$ cat config.mk
export PLATFORM = sky130hd
export DESIGN_NAME = rob_retire
export DESIGN_NICKNAME = d
export VERILOG_FILES = /design/src/rob_pkg.sv /design/src/rob_retire.sv
export SDC_FILE = /design/constraint.sdc
export NUM_CORES = 1
export LEC_CHECK = 0
export BUFFER_PORTS_ARGS = -buffer_cell sky130_fd_sc_hd__buf_4
export CAP_MARGIN = 15
export CORE_MARGIN = 1
export CORE_UTILIZATION = 32
export CTS_CLUSTER_DIAMETER = 100
export DETAILED_ROUTE_END_ITERATION = 8
export PLACE_DENSITY = 0.63
export SYNTH_ARGS = -nofsm -noshare
export SYNTH_HDL_FRONTEND = slang
export SYNTH_SLANG_ARGS = --single-unit
$ cat constraint.sdc
create_clock -name clk -period 1.4 [get_ports clk]
set_input_delay 0 -clock clk [delete_from_list [all_inputs] [get_ports clk]]
set_output_delay 0 -clock clk [all_outputs]
set_load 0.03 [all_outputs]
$ cat src/rob_pkg.sv
// reorder buffer package with shared widths, entry types and retire port types
package rob_pkg;

  // buffer geometry
  localparam int ROB_DEPTH = 128;
  localparam int ROB_ID_W  = 7;

  // field widths
  localparam int PC_W     = 30;
  localparam int BPTAG_W  = 16;
  localparam int ECAUSE_W = 5;

  typedef logic [ROB_ID_W-1:0] rob_id_t;

  // slot index plus wrap polarity in the top bit
  typedef logic [ROB_ID_W:0] rob_ptr_t;

  // word address, byte bits dropped
  typedef logic [PC_W-1:0] pc_t;

  typedef struct packed {
    logic is_branch;
    logic is_jump;
    logic is_csr;
    logic is_store;
    logic br_invert;
  } op_class_t;

  // top bit set means no destination register
  typedef logic [5:0] dest_t;

  typedef struct packed {
    op_class_t           op;
    pc_t                 pc;
    dest_t               rd;
    pc_t                 target;
    logic [BPTAG_W-1:0]  bptag;
    logic                bptaken;
    logic                error;
    logic [1:0]          ecause;
  } dispatch_t;

  // branch units return the condition in bit 0 of the same word
  typedef struct packed {
    logic [30:0] unused;
    logic        cond;
  } br_view_t;

  typedef union packed {
    logic [31:0] data;
    br_view_t    branch;
  } rob_result_u;

  typedef struct packed {
    rob_id_t             robid;
    logic                error;
    logic [ECAUSE_W-1:0] ecause;
    rob_result_u         result;
  } wb_t;

  typedef struct packed {
    op_class_t           op;
    pc_t                 pc;
    dest_t               rd;
    pc_t                 target;
    logic [BPTAG_W-1:0]  bptag;
    logic                bptaken;
    logic                error;
    logic [ECAUSE_W-1:0] ecause;
    logic                executed;
    rob_result_u         result;
  } rob_entry_t;

  // head entry as seen by retire
  typedef struct packed {
    op_class_t           op;
    pc_t                 pc;
    dest_t               rd;
    pc_t                 target;
    logic [BPTAG_W-1:0]  bptag;
    logic                bptaken;
    logic                error;
    logic [ECAUSE_W-1:0] ecause;
    rob_result_u         result;
  } retire_t;

  typedef struct packed {
    logic [4:0]  rd;
    logic [31:0] value;
  } commit_t;

  typedef struct packed {
    logic [BPTAG_W-1:0] bptag;
    logic               taken;
  } bp_update_t;

  typedef struct packed {
    pc_t                 epc;
    logic [ECAUSE_W-1:0] ecause;
  } exc_t;

endpackage
$ cat src/rob_retire.sv
// retire decoder that turns the head entry into commit, branch, store, csr, trap and flush events
`timescale 1ns/1ps

module rob_retire (
  input  logic                clk,
  input  logic                reset,

  // head entry from buffer
  input  logic                head_valid,
  input  rob_pkg::retire_t    head_entry,
  input  rob_pkg::pc_t        csr_tvec,

  // same-cycle flush to buffer and dispatch
  output logic                flush,

  // registered retire events
  output logic                retire_valid,
  output logic                commit_valid,
  output rob_pkg::commit_t    commit_out,
  output logic                bp_valid,
  output rob_pkg::bp_update_t bp_out,
  output logic                store_release,
  output logic                csr_retire,
  output logic                exc_valid,
  output rob_pkg::exc_t       exc_out,
  output logic                flush_valid,
  output rob_pkg::pc_t        flush_pc
);

  import rob_pkg::*;

  logic br_result;
  logic br_taken;
  logic mispred;
  logic exc;
  logic ret_ok;
  pc_t  redirect_pc;

  // branch units report the raw compare, invert for bne-style ops
  assign br_result = head_entry.result.branch.cond ^ head_entry.op.br_invert;
  assign br_taken  = head_entry.op.is_branch & br_result;

  assign mispred = head_valid &
                   (head_entry.op.is_jump |
                    (head_entry.op.is_branch & (br_result != head_entry.bptaken)));
  assign exc     = head_valid & head_entry.error;
  assign flush   = exc | mispred;
  assign ret_ok  = head_valid & ~head_entry.error;

  always_comb begin
    if (head_entry.error) begin
      redirect_pc = csr_tvec;
    end else if (br_taken || head_entry.op.is_jump) begin
      redirect_pc = head_entry.target;
    end else begin
      // fall through
      redirect_pc = head_entry.pc + 1'b1;
    end
  end

  // event strobes
  always_ff @(posedge clk) begin
    if (reset) begin
      retire_valid  <= 1'b0;
      commit_valid  <= 1'b0;
      bp_valid      <= 1'b0;
      store_release <= 1'b0;
      csr_retire    <= 1'b0;
      exc_valid     <= 1'b0;
      flush_valid   <= 1'b0;
    end else begin
      retire_valid  <= ret_ok;
      commit_valid  <= ret_ok & ~head_entry.rd[5];
      bp_valid      <= ret_ok & head_entry.op.is_branch;
      store_release <= ret_ok & head_entry.op.is_store;
      csr_retire    <= ret_ok & head_entry.op.is_csr;
      exc_valid     <= exc;
      flush_valid   <= flush;
    end
  end

  // event payloads
  always_ff @(posedge clk) begin
    commit_out <= '{rd: head_entry.rd[4:0], value: head_entry.result.data};
    bp_out     <= '{bptag: head_entry.bptag, taken: br_result};
    exc_out    <= '{epc: head_entry.pc, ecause: head_entry.ecause};
    flush_pc   <= redirect_pc;
  end

  // a trapping entry must not also count as retired
  a_exc_not_retired: assert property (
    @(posedge clk) disable iff (reset)
    !(exc_valid && retire_valid)
  ) else $error("exception and retirement in the same cycle");

endmodule

==> results.md, run 1 <==
- Status: stopped before the end
- Last stage: clock tree synthesis (4_1_cts)
- Err: [ERROR RSZ-0060] Max buffer count reached.
- Clock root buffer: clkbuf_16
- Post-CTS resize count: 0
- DP Cell Count: 755
- Die Span Y: 111 µm
- Avg Synthesized Cell Area: 11.5 µm²
- Initial Util: 0.331
- Total nets after synthesis: 490
- Post CTS Setup Buffer Count: 0
- CTS max path bufs: 2
- Largest cells by area after synthesis: dfxtp_1 (67%), xor2_1 (4.4%), nand2_1 (3.6%), xnor2_1 (2.1%), a21oi_1 (1.8%)
- H-tree levels: 4
- Row count: 39
- Final GP Congestion: a little over 0.8
- Hpwl dp: between 10 and 15 mm
- CTS hold repair buffers: 158
- Cell variety after synth: 36
- # port buffers: 285
- Place WS: -0.0345 ns
- Sequential-to-total area share from yosys stat: 0.665
- Clock Sinks: 126
- Chip width: 111 µm
- I/O pin total: 286
- Mapped Area: 3790 µm²
- Yosys warnings: 0
- Top-area cell type share of the netlist area: 0.665
- #FFs+latches synth: 126
- Gate Count Post-Synth: 330
- Synth area leader: dfxtp_1
- CTS Buf Count: 17
metrics by stage:
stage                     cell area, µm²  setup TNS (ns)
after floorplan                     3790               0
after detailed placement            6160         -0.0345
after global placement              6160               0
cells in the mapped netlist (all sizes together):
cell      n
nor2b     1
nand2    36
a22oi     2
o221ai   11
ha        1
xnor2     9
o21ai    19
and4      5
a21boi    1
clkbuf    9
nand2b    1
a21o      5
dfxtp   126
and2      6
a211oi    1
nand4    11
and3      5
nor4      3
o22ai     2
a31o      1
xor2     19
o21a      1
inv       1
buf       5
a21oi    14
nand3b    1
nand3    13
nor3b     1
nor3      4
mux2i     3
nor2     13
cell families after synthesis:
| family | after synthesis | synth area share |
|---|---|---|
| compound gates | 57 | 0.0993 |
| xor+xnor | 28 | 0.0647 |
| fa+ha+maj | 1 | 0.00330 |
| buf+inv | 15 | 0.0165 |
| flops | 126 | 0.665 |
| mux | 3 | 0.00792 |
| simple gates | 100 | 0.143 |
==> inputs of run 2 (changes only) <==
--- a/config.mk
+++ b/config.mk
@@ -8,10 +8,9 @@
 export BUFFER_PORTS_ARGS = -buffer_cell sky130_fd_sc_hd__buf_4
 export CAP_MARGIN = 15
 export CORE_MARGIN = 1
-export CORE_UTILIZATION = 32
-export CTS_CLUSTER_DIAMETER = 100
+export CORE_UTILIZATION = 20
 export DETAILED_ROUTE_END_ITERATION = 8
-export PLACE_DENSITY = 0.63
+export PLACE_DENSITY_LB_ADDON = 0.15
 export SYNTH_ARGS = -nofsm -noshare
 export SYNTH_HDL_FRONTEND = slang
 export SYNTH_SLANG_ARGS = --single-unit
==> results.md, run 2 <==
- Post-route cell area: 8650 µm²
- Core area: 18300 µm²
- I/O pin total: around 290
- Final count of negative-setup-slack endpoints: 0
- DP Cell Count: 848
- Worst EP required: 1.76 ns
- Die Span Y: approximately 140 µm
- F_max: 752 MHz
- Final GP Congestion: just under 0.8
- Peak supply drop: 0.741 mV
- Delay-heaviest family, CP: buffers and inverters
- CP cell instances: dlygate4sd3_1, buf_4, nand2b_1, dlygate4sd3_1, nor2_1, and2_1
- Most used cell, CP: dlygate4sd3_1
- Top-area cell type share of the netlist area: 0.665
- Post-layout util: 0.474
- Chip width: about 140 µm
- Most flop-heavy register: commit_out
- P_leak: 0.00394 µW
- Routed len/inst: 15.4 µm
- Finished Layout Cells: roughly 1000
- Final hold violations: 0
- Mapped Area: ~3800 µm²
- Largest cells by area after synthesis: dfxtp_1 (67%), xor2_1 (4.4%), nand2_1 (3.6%), xnor2_1 (2.1%), a21oi_1 (1.8%)
- Clock-pin slew on the worst setup and hold paths: 0.06 ns
- CTS max path bufs: 2
- Yosys warnings: 0
- Synth area leader: dfxtp_1
- PwrDens: between 1000 and 1500 nW/µm²
- Period utilization: 0.950
- Clock root buffer: clkbuf_16
- Largest net degree at the start of global routing: 38
- CTS Buf Count: 17
- Count leader, synth: dfxtp_1
- Worst setup path class: input pin to flop
- Compound-gate portion of the synthesized area: 0.0993
- Initial antenna violation count: 0
- CP max-delay cell: dlygate4sd3_1
- First-pass GRT wire length: 24.7 mm
- Multiplexer share of the synthesized area: 0.00792
- Number of synthesized flops with an enable pin: 0
- Main flop type after synthesis: dfxtp_1
- Max-capacitance violation count: 0
- Simple-Gate Fraction of Synth Area: 0.143
- Gate Count Post-Synth: 330
- P&R area growth vs syn: 128%
- #FFs+latches synth: 126
- Row count: just under 50
- GRT overflow: 0
- Adder-cell area share of the yosys netlist: 0.00330
- DR iter-0 viols: 79
- Most frequent cells in the layout: buf_4 (298), dlygate4sd3_1 (166), dfxtp_1 (126), nand2_1 (36), xor2_1 (18)
- CTS tree: done
- Shortest period the worst path allows: around 1.3 ns
- Worst slew margin: 0.681
- # diodes: 0
- Max Slew Vio Count: 0
- Sequential-to-total area share from yosys stat: 0.665
- Area after DPL: 6330 µm²
- Nets@finish: 964
- H-tree levels: 4
- Cell variety after synth: 36
- CP Capture Type: flop
- Clock Sinks: 126
- Via count: 4244
- Ratio of cells with drive above 1 in the final layout: 0.427
- # DRC: 0
- Top Registers: commit_out (37), exc_out (35), flush_pc (30)
- Total nets after synthesis: 490
- Commonest non-fill, non-tap cell in the layout: buf_4
- Max FFs per register: 37
- Gr usage total: 0.167
- Drt pass-1 iters: 6
- Worst path bufs/invs: 3
- Largest family of logic cells by synthesized area: simple AND/OR/NAND/NOR gates
- Critical path data arrival time: approximately 1.7 ns
- Full die area: 19500 µm²
- # port buffers: 285
- Hpwl dp: 11.3 mm
- Initial Util: 0.208
- Routed wire length: 16.1 mm
- Avg Synthesized Cell Area: 11.5 µm²
- Hold Crit Class: input pin to flop
- Synth async-reset ratio: 0
- Post-Synth XOR/XNOR Area: 0.0647
- Post-synth top cells: dfxtp_1 (126), nand2_1 (36), xor2_1 (19)
- Post-DRT Antenna Nets: 0
- Startpoint types: input pin
- Worst-Margin Slew: 0.478 ns
- Max stage delay on crit path: 0.60 ns
- Status: finished clean
- Number of global-route vias before repair: about 4600
- Unrepaired setup endpoints after global routing: no
- Vias per std cell: 4.06
- Crit-path max FO: 4
[run 2: cell counts after synthesis]
Identical to the previous run, type by type.
[run 2: logic make-up after synthesis]
logic type	Yosys count
compound gates	57
xor+xnor	28
fa+ha+maj	1
buf+inv	15
flops	126
mux	3
simple gates	100
[run 2: cell type report]
type                    count  area, µm²
fillers                  1677       9620
clock inverters            14        185
flip-flops and latches    126       2520
multi-input cells         189       1240
inverters                   1       3.75
repair buffers            469       3980
well taps                 229        287
clock buffers              18        429
[run 2: path summary, 6_finish.rpt]
path / end / startpoint / slack (ns) / cells past startpoint
hold / removal: flush_pc[1] / head_entry[91] / 0.03 / 4
setup / recovery: store_release / head_valid / 0.07 / 6
[run 2: report_power, final]
group          internal, µW  total, µW  leakage [µW]  switching, µW
clock network          2840       4600      0.000295           1760
registers              3820       3890       0.00106           66.5
logic                  1040       2020       0.00259            977
[run 2: per-stage QoR]
| stage | hold WS, ns | worst slack, ns | power (µW) | setup TNS [ns] |
|---|---|---|---|---|
| after global placement | 0.105 | -0.0486 | 5570 | -0.0554 |
| after global routing | 0.0369 | 0.00107 | 10900 | 0 |
| after CTS | 0.0148 | 0.0224 | 10600 | 0 |
| after detailed placement | 0.106 | -0.0623 | 5580 | -0.102 |
| after floorplan | 0.0277 | 0.241 | 4680 | 0 |
| final | 0.0331 | 0.0695 | 10500 | 0 |
[run 2: what timing repair did]
action / CTS / global route
endpoints found under the setup margin: 0 / 15
hold buffers: 166 / 1
buffers inserted: 0 / 1
endpoints found under the hold margin: 126 / 1
gates resized for setup: 0 / 8
[run 2: routing by layer]
metal | track usage | routed length [µm] | share of wire
met3 | 0.0520 | 1140 | 0.071
met1 | 0.177 | 6250 | 0.39
met4 | 0.0573 | 187 | 0.012
met2 | 0.311 | 8500 | 0.53
met5 | 0 | 0 | 0
No activity file was read; power rests on OpenSTA's default activity.
