`src/rob_pkg.sv`:
```
// reorder buffer package with shared widths, entry types and retire port types
package rob_pkg;

  // buffer geometry
  localparam int ROB_DEPTH = 128;
  localparam int ROB_ID_W  = 7;

  // field widths
  localparam int PC_W     = 30;
  localparam int BPTAG_W  = 16;
  localparam int ECAUSE_W = 5;

  typedef logic [ROB_ID_W-1:0] rob_id_t;

  // slot index plus wrap polarity in the top bit
  typedef logic [ROB_ID_W:0] rob_ptr_t;

  // word address, byte bits dropped
  typedef logic [PC_W-1:0] pc_t;

  typedef struct packed {
    logic is_branch;
    logic is_jump;
    logic is_csr;
    logic is_store;
    logic br_invert;
  } op_class_t;

  // top bit set means no destination register
  typedef logic [5:0] dest_t;

  typedef struct packed {
    op_class_t           op;
    pc_t                 pc;
    dest_t               rd;
    pc_t                 target;
    logic [BPTAG_W-1:0]  bptag;
    logic                bptaken;
    logic                error;
    logic [1:0]          ecause;
  } dispatch_t;

  // branch units return the condition in bit 0 of the same word
  typedef struct packed {
    logic [30:0] unused;
    logic        cond;
  } br_view_t;

  typedef union packed {
    logic [31:0] data;
    br_view_t    branch;
  } rob_result_u;

  typedef struct packed {
    rob_id_t             robid;
    logic                error;
    logic [ECAUSE_W-1:0] ecause;
    rob_result_u         result;
  } wb_t;

  typedef struct packed {
    op_class_t           op;
    pc_t                 pc;
    dest_t               rd;
    pc_t                 target;
    logic [BPTAG_W-1:0]  bptag;
    logic                bptaken;
    logic                error;
    logic [ECAUSE_W-1:0] ecause;
    logic                executed;
    rob_result_u         result;
  } rob_entry_t;

  // head entry as seen by retire
  typedef struct packed {
    op_class_t           op;
    pc_t                 pc;
    dest_t               rd;
    pc_t                 target;
    logic [BPTAG_W-1:0]  bptag;
    logic                bptaken;
    logic                error;
    logic [ECAUSE_W-1:0] ecause;
    rob_result_u         result;
  } retire_t;

  typedef struct packed {
    logic [4:0]  rd;
    logic [31:0] value;
  } commit_t;

  typedef struct packed {
    logic [BPTAG_W-1:0] bptag;
    logic               taken;
  } bp_update_t;

  typedef struct packed {
    pc_t                 epc;
    logic [ECAUSE_W-1:0] ecause;
  } exc_t;

endpackage
```
`src/rob_dispatch.sv`:
```
// dispatch stage that holds a decoded instruction one cycle and forms its buffer entry
`timescale 1ns/1ps

module rob_dispatch (
  input  logic                clk,
  input  logic                reset,

  // decoded instruction strobe, no stall
  input  logic                dispatch_valid,
  input  rob_pkg::dispatch_t  dispatch_in,

  // from retire and buffer
  input  logic                flush,
  input  logic                rob_full,

  // to buffer
  output logic                alloc_valid,
  output rob_pkg::rob_entry_t alloc_entry
);

  import rob_pkg::*;

  dispatch_t staged;

  // strobe register, dropped on a pipeline flush
  always_ff @(posedge clk) begin
    if (reset || flush) begin
      alloc_valid <= 1'b0;
    end else begin
      alloc_valid <= dispatch_valid;
    end
  end

  // payload only
  always_ff @(posedge clk) begin
    if (dispatch_valid) begin
      staged <= dispatch_in;
    end
  end

  // initial entry
  always_comb begin
    alloc_entry.op      = staged.op;
    alloc_entry.pc      = staged.pc;
    alloc_entry.rd      = staged.rd;
    alloc_entry.target  = staged.target;
    alloc_entry.bptag   = staged.bptag;
    alloc_entry.bptaken = staged.bptaken;
    alloc_entry.error   = staged.error;
    // decode cause fits in the low bits
    alloc_entry.ecause  = {3'b000, staged.ecause};
    // stores execute at dispatch, decode errors never reach an execution unit
    alloc_entry.executed = staged.error | staged.op.is_store;
    alloc_entry.result   = '0;
  end

  // no stall on the strobe, so the sender must honour the full level
  a_no_dispatch_when_full: assert property (
    @(posedge clk) disable iff (reset)
    !(dispatch_valid && rob_full)
  ) else $error("dispatch strobe while rob_full is high");

endmodule

```
`config.mk`:
```
export PLATFORM = sky130hd
export DESIGN_NAME = rob_dispatch
export DESIGN_NICKNAME = d
export VERILOG_FILES = /design/src/rob_pkg.sv /design/src/rob_dispatch.sv
export SDC_FILE = /design/constraint.sdc
export NUM_CORES = 1
export LEC_CHECK = 0
export ABC_AREA = 1
export BUFFER_PORTS_ARGS = -buffer_cell sky130_fd_sc_hd__buf_2
export CORE_UTILIZATION = 33
export CTS_CLUSTER_DIAMETER = 30
export DETAILED_ROUTE_END_ITERATION = 10
export HOLD_SLACK_MARGIN = 0.05
export PLACE_DENSITY = 0.69
export SYNTH_ARGS = -nofsm -noshare
export SYNTH_HDL_FRONTEND = slang
export SYNTH_SLANG_ARGS = --single-unit
```
`constraint.sdc`:
```
create_clock -name clk -period 1.4 [get_ports clk]
set_clock_uncertainty 0.05 [all_clocks]
set_input_delay 0.28 -clock clk [delete_from_list [all_inputs] [get_ports clk]]
set_output_delay 0.28 -clock clk [all_outputs]
set_load 0.1 [all_outputs]
```
======== After elaboration in Yosys (flattened, before gate mapping) ========
Index checks and enable logic that the tools add are counted.
W data, S select, Z words.
operators by class
  bitwise operators ....................... 1
  reduce and logical (&&, ||, !) cells .... 1
operators by type and width
  kind                number
  $logic_or A1 B1 Y1  1
  $or A1 B1 Y1        1
word-level totals
  register bits after elaboration ......... 92
  input port bits ......................... 96
  logic and storage cells ................. 15

======== Logic depth before layout (Yosys ltp) ========
Gate-level depths: netlist (run 1).
  depth in word-level cells ............... 1
  mapped depth ............................ 3

======== Worst setup path after synthesis (run 1) ========
Ideal clock, no wire load.
  path type ............................... reg2out
  from .................................... reg staged (netlist bit alloc_entry[123])
  to ...................................... out alloc_entry[32] (netlist bit)
  arrival ................................. 1.727 ns
  required time ........................... 1.070 ns
  setup slack ............................. -0.657 ns
  stages on the path, launching flop included .. 2
  cells stage by stage .................... edfxtp_1 -> or2_1
RTL lines
  what                      line                RTL
  start: declaration        rob_dispatch.sv:23  dispatch_t staged;
  start signal: assignment  rob_dispatch.sv:37  staged <= dispatch_in;
  end: declaration          rob_dispatch.sv:18  output rob_pkg::rob_entry_t alloc_entry

==> results of run 1 <==
-- layout by cell type, fill, tap and decap left out --
cell            n
clkinv_2        1
nand2_1         1
buf_2          93
edfxtp_1       91
buf_6           3
inv_1           1
clkinv_1        1
inv_8           1
nor2_1          1
buf_4          71
inv_6           2
or2_4           1
buf_12         28
dfxtp_1         1
dlygate4sd3_1  91
conb_1         35
bufinv_16       2
clkbuf_8        9
-- path summary, 6_finish.rpt --
kind       startpoint                to  slack, ns  cells after the start
min   dispatch_in[70]  alloc_entry[106]       0.09                      1
max   alloc_entry[38]   alloc_entry[32]      -0.13                      2
-- where the power goes --
| group | total [mW] | leakage [nW] | internal (mW) | switching (mW) |
|---|---|---|---|---|
| Clock | 2.00 | 0.114 | 1.02 | 0.976 |
| Combinational | 2.90 | 1.50 | 0.696 | 2.20 |
| Sequential | 3.37 | 0.899 | 3.27 | 0.0987 |
-- flip-flops by register name (all words and copies together) (netlist names) --
| signal | flops |
|---|---|
| alloc_entry | 91 |
| alloc_valid | 1 |
-- area by class of cell --
type	instances	area, um2	area share, %
tap	108	135.1	2.344
inverter	1	3.754	0.06512
sequential	92	2753	47.75
clock buffer	9	123.9	2.149
clock inverter	7	97.59	1.693
multi-input combinational	38	147.6	2.561
timing repair buffer	286	2504	43.43
-- metrics by stage --
stage	hold slack (ns)	power, mW	cell area [um2]	cells	setup slack (ns)
4_1_cts	0.05230	8.255	5729	538	-0.1292
3_3_place_gp	0.3849	5.958	4415	431	0.1319
2_1_floorplan	0.3015	5.443	3167	166	-0.3040
6_report	0.08874	8.261	5764	541	-0.1328
5_1_grt	0.05950	8.500	5764	541	-0.1759
3_5_place_dp	0.3971	5.982	4415	431	0.1269
-- kinds of logic (layout without fill, tap and decap cells) --
group / after synthesis / after routing / share of synthesized area (%)
DFF: 92 / 92 / 90.65
and+or+nand+nor: 3 / 3 / 0.4531
other: 1 / 35 / 0.1235
buffers and inverters: 36 / 303 / 8.776
-- layer usage --
| layer | wire length, um | vias up | share of wire (%) |
|---|---|---|---|
| met1 | 2818 | 1036 | 33 |
| met5 | 0 | - | 0 |
| met3 | 846 | 20 | 9.9 |
| met4 | 188 | 0 | 2.2 |
| met2 | 4654 | 134 | 55 |
| li1 | - | 1014 | - |
-- what timing repair did --
item	CTS	global route
hold buffers	89	2
resized for setup	72	3
hold endpoints to repair	89	2
setup buffers	2	2
endpoints found under the setup margin	69	3
==> impl_metrics.py, run 1 <==
metrics = {
    "grt": {
        "grt_use_met1_pct": 17.01,
        "gr-usage-met2_pct": 32.61,
        "grt_first_pass_wirelength_um": 12390,
        "grt-ovfl-total": 0,
        "grt_use_met3_pct": 7.015,
        "grt.busiest_layer": "met2",
        "grt_max_degree": 34,
        "grt_pass1_vias": 2415,
        "track_usage_pct": 17.50,
        "antenna_found_initial": 0,
    },
    "floorplanning": {
        "die_h_um": 97.93,
        "io_pins": 224,
        "core_mm2": 0.008806,
        "die_area_mm2": 0.009589,
        "initial_utilization_pct": 34.48,
        "dieWidth_um": 97.93,
        "core.rowCount": 34,
    },
    "clocking": {
        "cts_htree_levels": 3,
        "clock_sinks": 92,
        "cts_made_buffers": 9,
        "clk_pin_slew_ns": 0.10,
        "cts_tree": "yes",
        "clk_path_buf_depth": 2,
        "cts_root_buf": "clkbuf_8",
    },
    "power_and_ir_drop": {
        "power.density_mw_per_mm2": 1433,
        "irDropWorstVdd_mv": 0.7810,
        "leakage_nw": 2.508,
    },
    "synthesis": {
        "syn_inst": 132,
        "yosys.cell_types.count": 8,
        "synth_top_area_share_pct": 89.99,
        "synth_edf_count": 91,
        "synth_seq_area_share_pct": 90.65,
        "synthTopCellsByCount": "91 x edfxtp_1, 35 x buf_4",
        "yosys_warnings": 0,
        "synth.avg_cell_area_um2": 23.01,
        "synth_top_area_cell": "edfxtp_1",
        "ys_ff_latch": 92,
        "netlist_area_mm2": 0.003037,
        "yosysMostFrequentCell": "edfxtp_1",
        "netlist_top_cells_area": "edfxtp_1 90%, buf_4 8.7%, dfxtp_1 0.66%, or2_1 0.21%, conb_1 0.12%",
        "async_reset_ff_share_pct": 0,
        "synth-main-ff-cell": "edfxtp_1",
    },
    "setup_path": {
        "cp_max_fo": 2,
        "crit_family": "flip-flops",
        "crit_path_end_kind": "primary output",
        "crit_buf_inv": 1,
        "cp.arrival_ns": 1.20,
        "slowest_delay_ns": 0.42,
        "critPathRequiredTime_ns": 1.07,
        "path_class": "flip-flop to primary output",
        "path_cells": "or2_4, buf_12",
        "cp-start-kind": "flip-flop",
        "crit_path_top_delay_cell": "edfxtp_1",
    },
    "place": {
        "port_buffers": 187,
        "gp_congestion": 0.7138,
        "dp_hpwl_um": 4795,
    },
    "detailed_routing": {
        "ant_nets": 0,
        "drtIter0Drc": 86,
        "via_count": 2204,
        "via_per_inst": 4.074,
        "drc": 13,
        "routedWlPerCell_um": 15.73,
        "routed_wl_um": 8508,
        "dr.pass1.iters": 8,
    },
    "cells_and_area": {
        "area_growth_pct": 89.82,
        "fin_util_pct": 65.46,
        "nFillCells": 581,
        "drive_gt1_share_pct": 48.73,
        "nets": 524,
        "diodes": 0,
    },
    "sta": {
        "fin_crit_sh_pct": 109.5,
        "fmax_mhz": 652.4,
        "timing_hold_violations_final": 0,
        "setup_viol": 3,
        "fin_ws_ns": -0.1328,
        "final-max-slew-violation-count": 0,
        "totalNegativeSetupSlack_ns": -0.3242,
        "finalCriticalPeriod_ns": 1.533,
        "rsz0062_at_grt": "true",
    },
    "run_status": {
        "violations": "design-rule violations, negative setup slack",
        "status": "finished, violations left",
    },
    "hold_path": {
        "hold_path_class": "input port to flip-flop",
    },
    "job": {
        "max_cap_viol_count": 0,
    },
}
(Power assumes the default switching activity.)
==> run 2: changes to the inputs <==
--- a/config.mk
+++ b/config.mk
@@ -7,11 +7,12 @@
 export LEC_CHECK = 0
 export ABC_AREA = 1
 export BUFFER_PORTS_ARGS = -buffer_cell sky130_fd_sc_hd__buf_2
-export CORE_UTILIZATION = 33
+export CORE_AREA = 2 2 88 90
 export CTS_CLUSTER_DIAMETER = 30
 export DETAILED_ROUTE_END_ITERATION = 10
+export DIE_AREA = 0 0 90 92
 export HOLD_SLACK_MARGIN = 0.05
-export PLACE_DENSITY = 0.69
+export PLACE_DENSITY = 0.8
 export SYNTH_ARGS = -nofsm -noshare
 export SYNTH_HDL_FRONTEND = slang
 export SYNTH_SLANG_ARGS = --single-unit
==> run 2 against run 1 <==
  * The flow finishes with violations (negative setup slack)
  * Total power shrank 5.0%
  * Via count shrank 1.1%
  * Combinational power shrank 2%
  * Flip-flop and latch count is the same
  * Maximum frequency shrank 0.18%
  * First-iteration DRC count grew 5.8%
  * Largest cell class unchanged
  * Largest power group unchanged
==> impl_metrics.py, run 2 (synthesis gave the netlist of run 1 again) <==
metrics = {
    "cells_and_area": {
        "fin_util_pct": 75.40,
        "area_growth_pct": 84.92,
        "nets": 523,
        "drive_gt1_share_pct": 48.38,
        "final_cells": 534,
        "final_common_cell": "buf_2",
        "diodes": 0,
        "largest_reg_flops": 91,
        "final_cell_mix": "94 x buf_2, 92 x dlygate4sd3_1, 91 x edfxtp_1",
        "nFillCells": 432,
    },
    "setup_path": {
        "cp_max_fo": 2,
        "path_cells": "or2_4, buf_12",
        "cp.arrival_ns": 1.21,
        "slowest_delay_ns": 0.42,
        "path_class": "flip-flop to primary output",
        "crit_path_end_kind": "primary output",
        "critPathRequiredTime_ns": 1.07,
        "cp-start-kind": "flip-flop",
        "crit_path_top_delay_cell": "edfxtp_1",
    },
    "floorplanning": {
        "die_h_um": 92,
        "dieWidth_um": 90,
        "core.rowCount": 32,
        "initial_utilization_pct": 40.78,
        "core_mm2": 0.007447,
        "die_area_mm2": 0.008280,
        "io_pins": 224,
    },
    "place": {
        "gp_congestion": 0.6914,
        "port_buffers": 187,
        "dp.cells": 424,
        "dp_hpwl_um": 4733,
    },
    "power_and_ir_drop": {
        "leakage_nw": 2.441,
        "irDropWorstVdd_mv": 0.9747,
        "power.density_mw_per_mm2": 1397,
    },
    "clocking": {
        "clk_path_buf_depth": 2,
        "cts_root_buf": "clkbuf_8",
        "cts_htree_levels": 3,
        "cts_made_buffers": 9,
        "clock_sinks": 92,
        "clk_pin_slew_ns": 0.09,
        "cts_tree": "yes",
    },
    "detailed_routing": {
        "drc": 0,
        "dr.pass1.iters": 4,
        "via_per_inst": 4.081,
        "via_count": 2179,
        "ant_nets": 0,
        "routed_wl_um": 8489,
        "routedWlPerCell_um": 15.90,
        "drtIter0Drc": 91,
    },
    "sta": {
        "setup_viol": 3,
        "fmax_mhz": 651.2,
        "rsz0062_at_grt": "true",
        "timing_hold_violations_final": 0,
        "final-max-slew-violation-count": 0,
        "finalCriticalPeriod_ns": 1.536,
        "fin_ws_ns": -0.1357,
        "fin_crit_sh_pct": 109.7,
    },
    "grt": {
        "antenna_found_initial": 0,
        "grt-ovfl-total": 0,
        "grt_max_degree": 36,
        "grt_first_pass_wirelength_um": 12340,
        "grt_pass1_vias": 2274,
        "track_usage_pct": 20.17,
    },
    "hold_path": {
        "min_path_cells": 4,
        "hp-start": "reset",
        "hold_path_class": "input port to flip-flop",
        "holdPathEnd": "alloc_valid",
    },
    "job": {
        "max_cap_viol_count": 0,
    },
    "run_status": {
        "status": "finished, violations left",
        "violations": "negative setup slack",
    },
}
run 2: changes by cell type in the layout (fill, tap and decap cells not counted), sizes merged:
cell	change
bufinv	-2
clkinv	-1
inv	+1
dlygate4sd3	+1
buf	-2
clkinvlp	+2
run 2: layout make-up:
class                      instances  area, um2  share of cell area, %
multi-input combinational         38      147.6                  2.629
timing repair buffer             285       2401                  42.76
sequential                        92       2753                  49.02
clock buffer                       9      123.9                  2.206
tap                              102      127.6                  2.273
inverter                           1      3.754                0.06684
clock inverter                     7      58.81                  1.047
run 2: through the flow:
stage	setup WS (ns)	instance area [um2]	hold WS, ns	TNS, ns	total power, mW
2_1_floorplan	-0.3040	3167	0.3015	-0.3040	5.443
3_3_place_gp	0.1359	4295	0.3867	0	5.887
3_5_place_dp	0.1127	4295	0.4036	0	5.914
4_1_cts	-0.1174	5604	0.09838	-0.1882	7.872
5_1_grt	-0.1857	5615	0.1036	-0.4884	8.070
6_report	-0.1357	5615	0.1320	-0.3396	7.846
run 2: what timing repair did:
| action | CTS | global route |
|---|---|---|
| endpoints found under the setup margin | 75 | 3 |
| hold endpoints to repair | 92 | 0 |
| hold buffers | 92 | 0 |
| pin swaps | 0 | 0 |
| buffers inserted | 1 | 1 |
| gates cloned | 0 | 0 |
| gates resized for setup | 77 | 1 |
run 2: worst max-delay path: cells and delay by family, from the launching register on:
family | cells | cell delay [ns]
buf+inv | 1 | 0.17
flops | 1 | 0.42
simple gates | 1 | 0.28
run 2: how the worst max path moves through the flow:
stage | startpoint | to | slack [ns] | cells after the start
2_1_floorplan | alloc_entry[123] | alloc_entry[32] | -0.30 | 1
3_3_place_gp | alloc_entry[38] | alloc_entry[32] | 0.14 | 2
3_5_place_dp | alloc_entry[38] | alloc_entry[32] | 0.11 | 2
4_1_cts | alloc_entry[38] | alloc_entry[32] | -0.12 | 2
5_1_grt | alloc_entry[123] | alloc_entry[32] | -0.19 | 2
6_report | alloc_entry[123] | alloc_entry[32] | -0.14 | 2
run 2: report_power, final:
group	internal (mW)	leakage, nW	switching, mW
sequential	3.27	0.899	0.0940
combinational	0.649	1.45	2.20
clock	0.677	0.0877	0.961
run 2: routing by layer:
layer / share of wire [%] / GRT usage, % / up-vias / wire length, um
li1: - / - / 1012 / -
met1: 35 / 20.28 / 1038 / 2953
met2: 57 / 38.85 / 125 / 4840
met3: 7.6 / 8.217 / 4 / 649
met4: 0.53 / 4.359 / 0 / 45
met5: 0 / 0 / - / 0
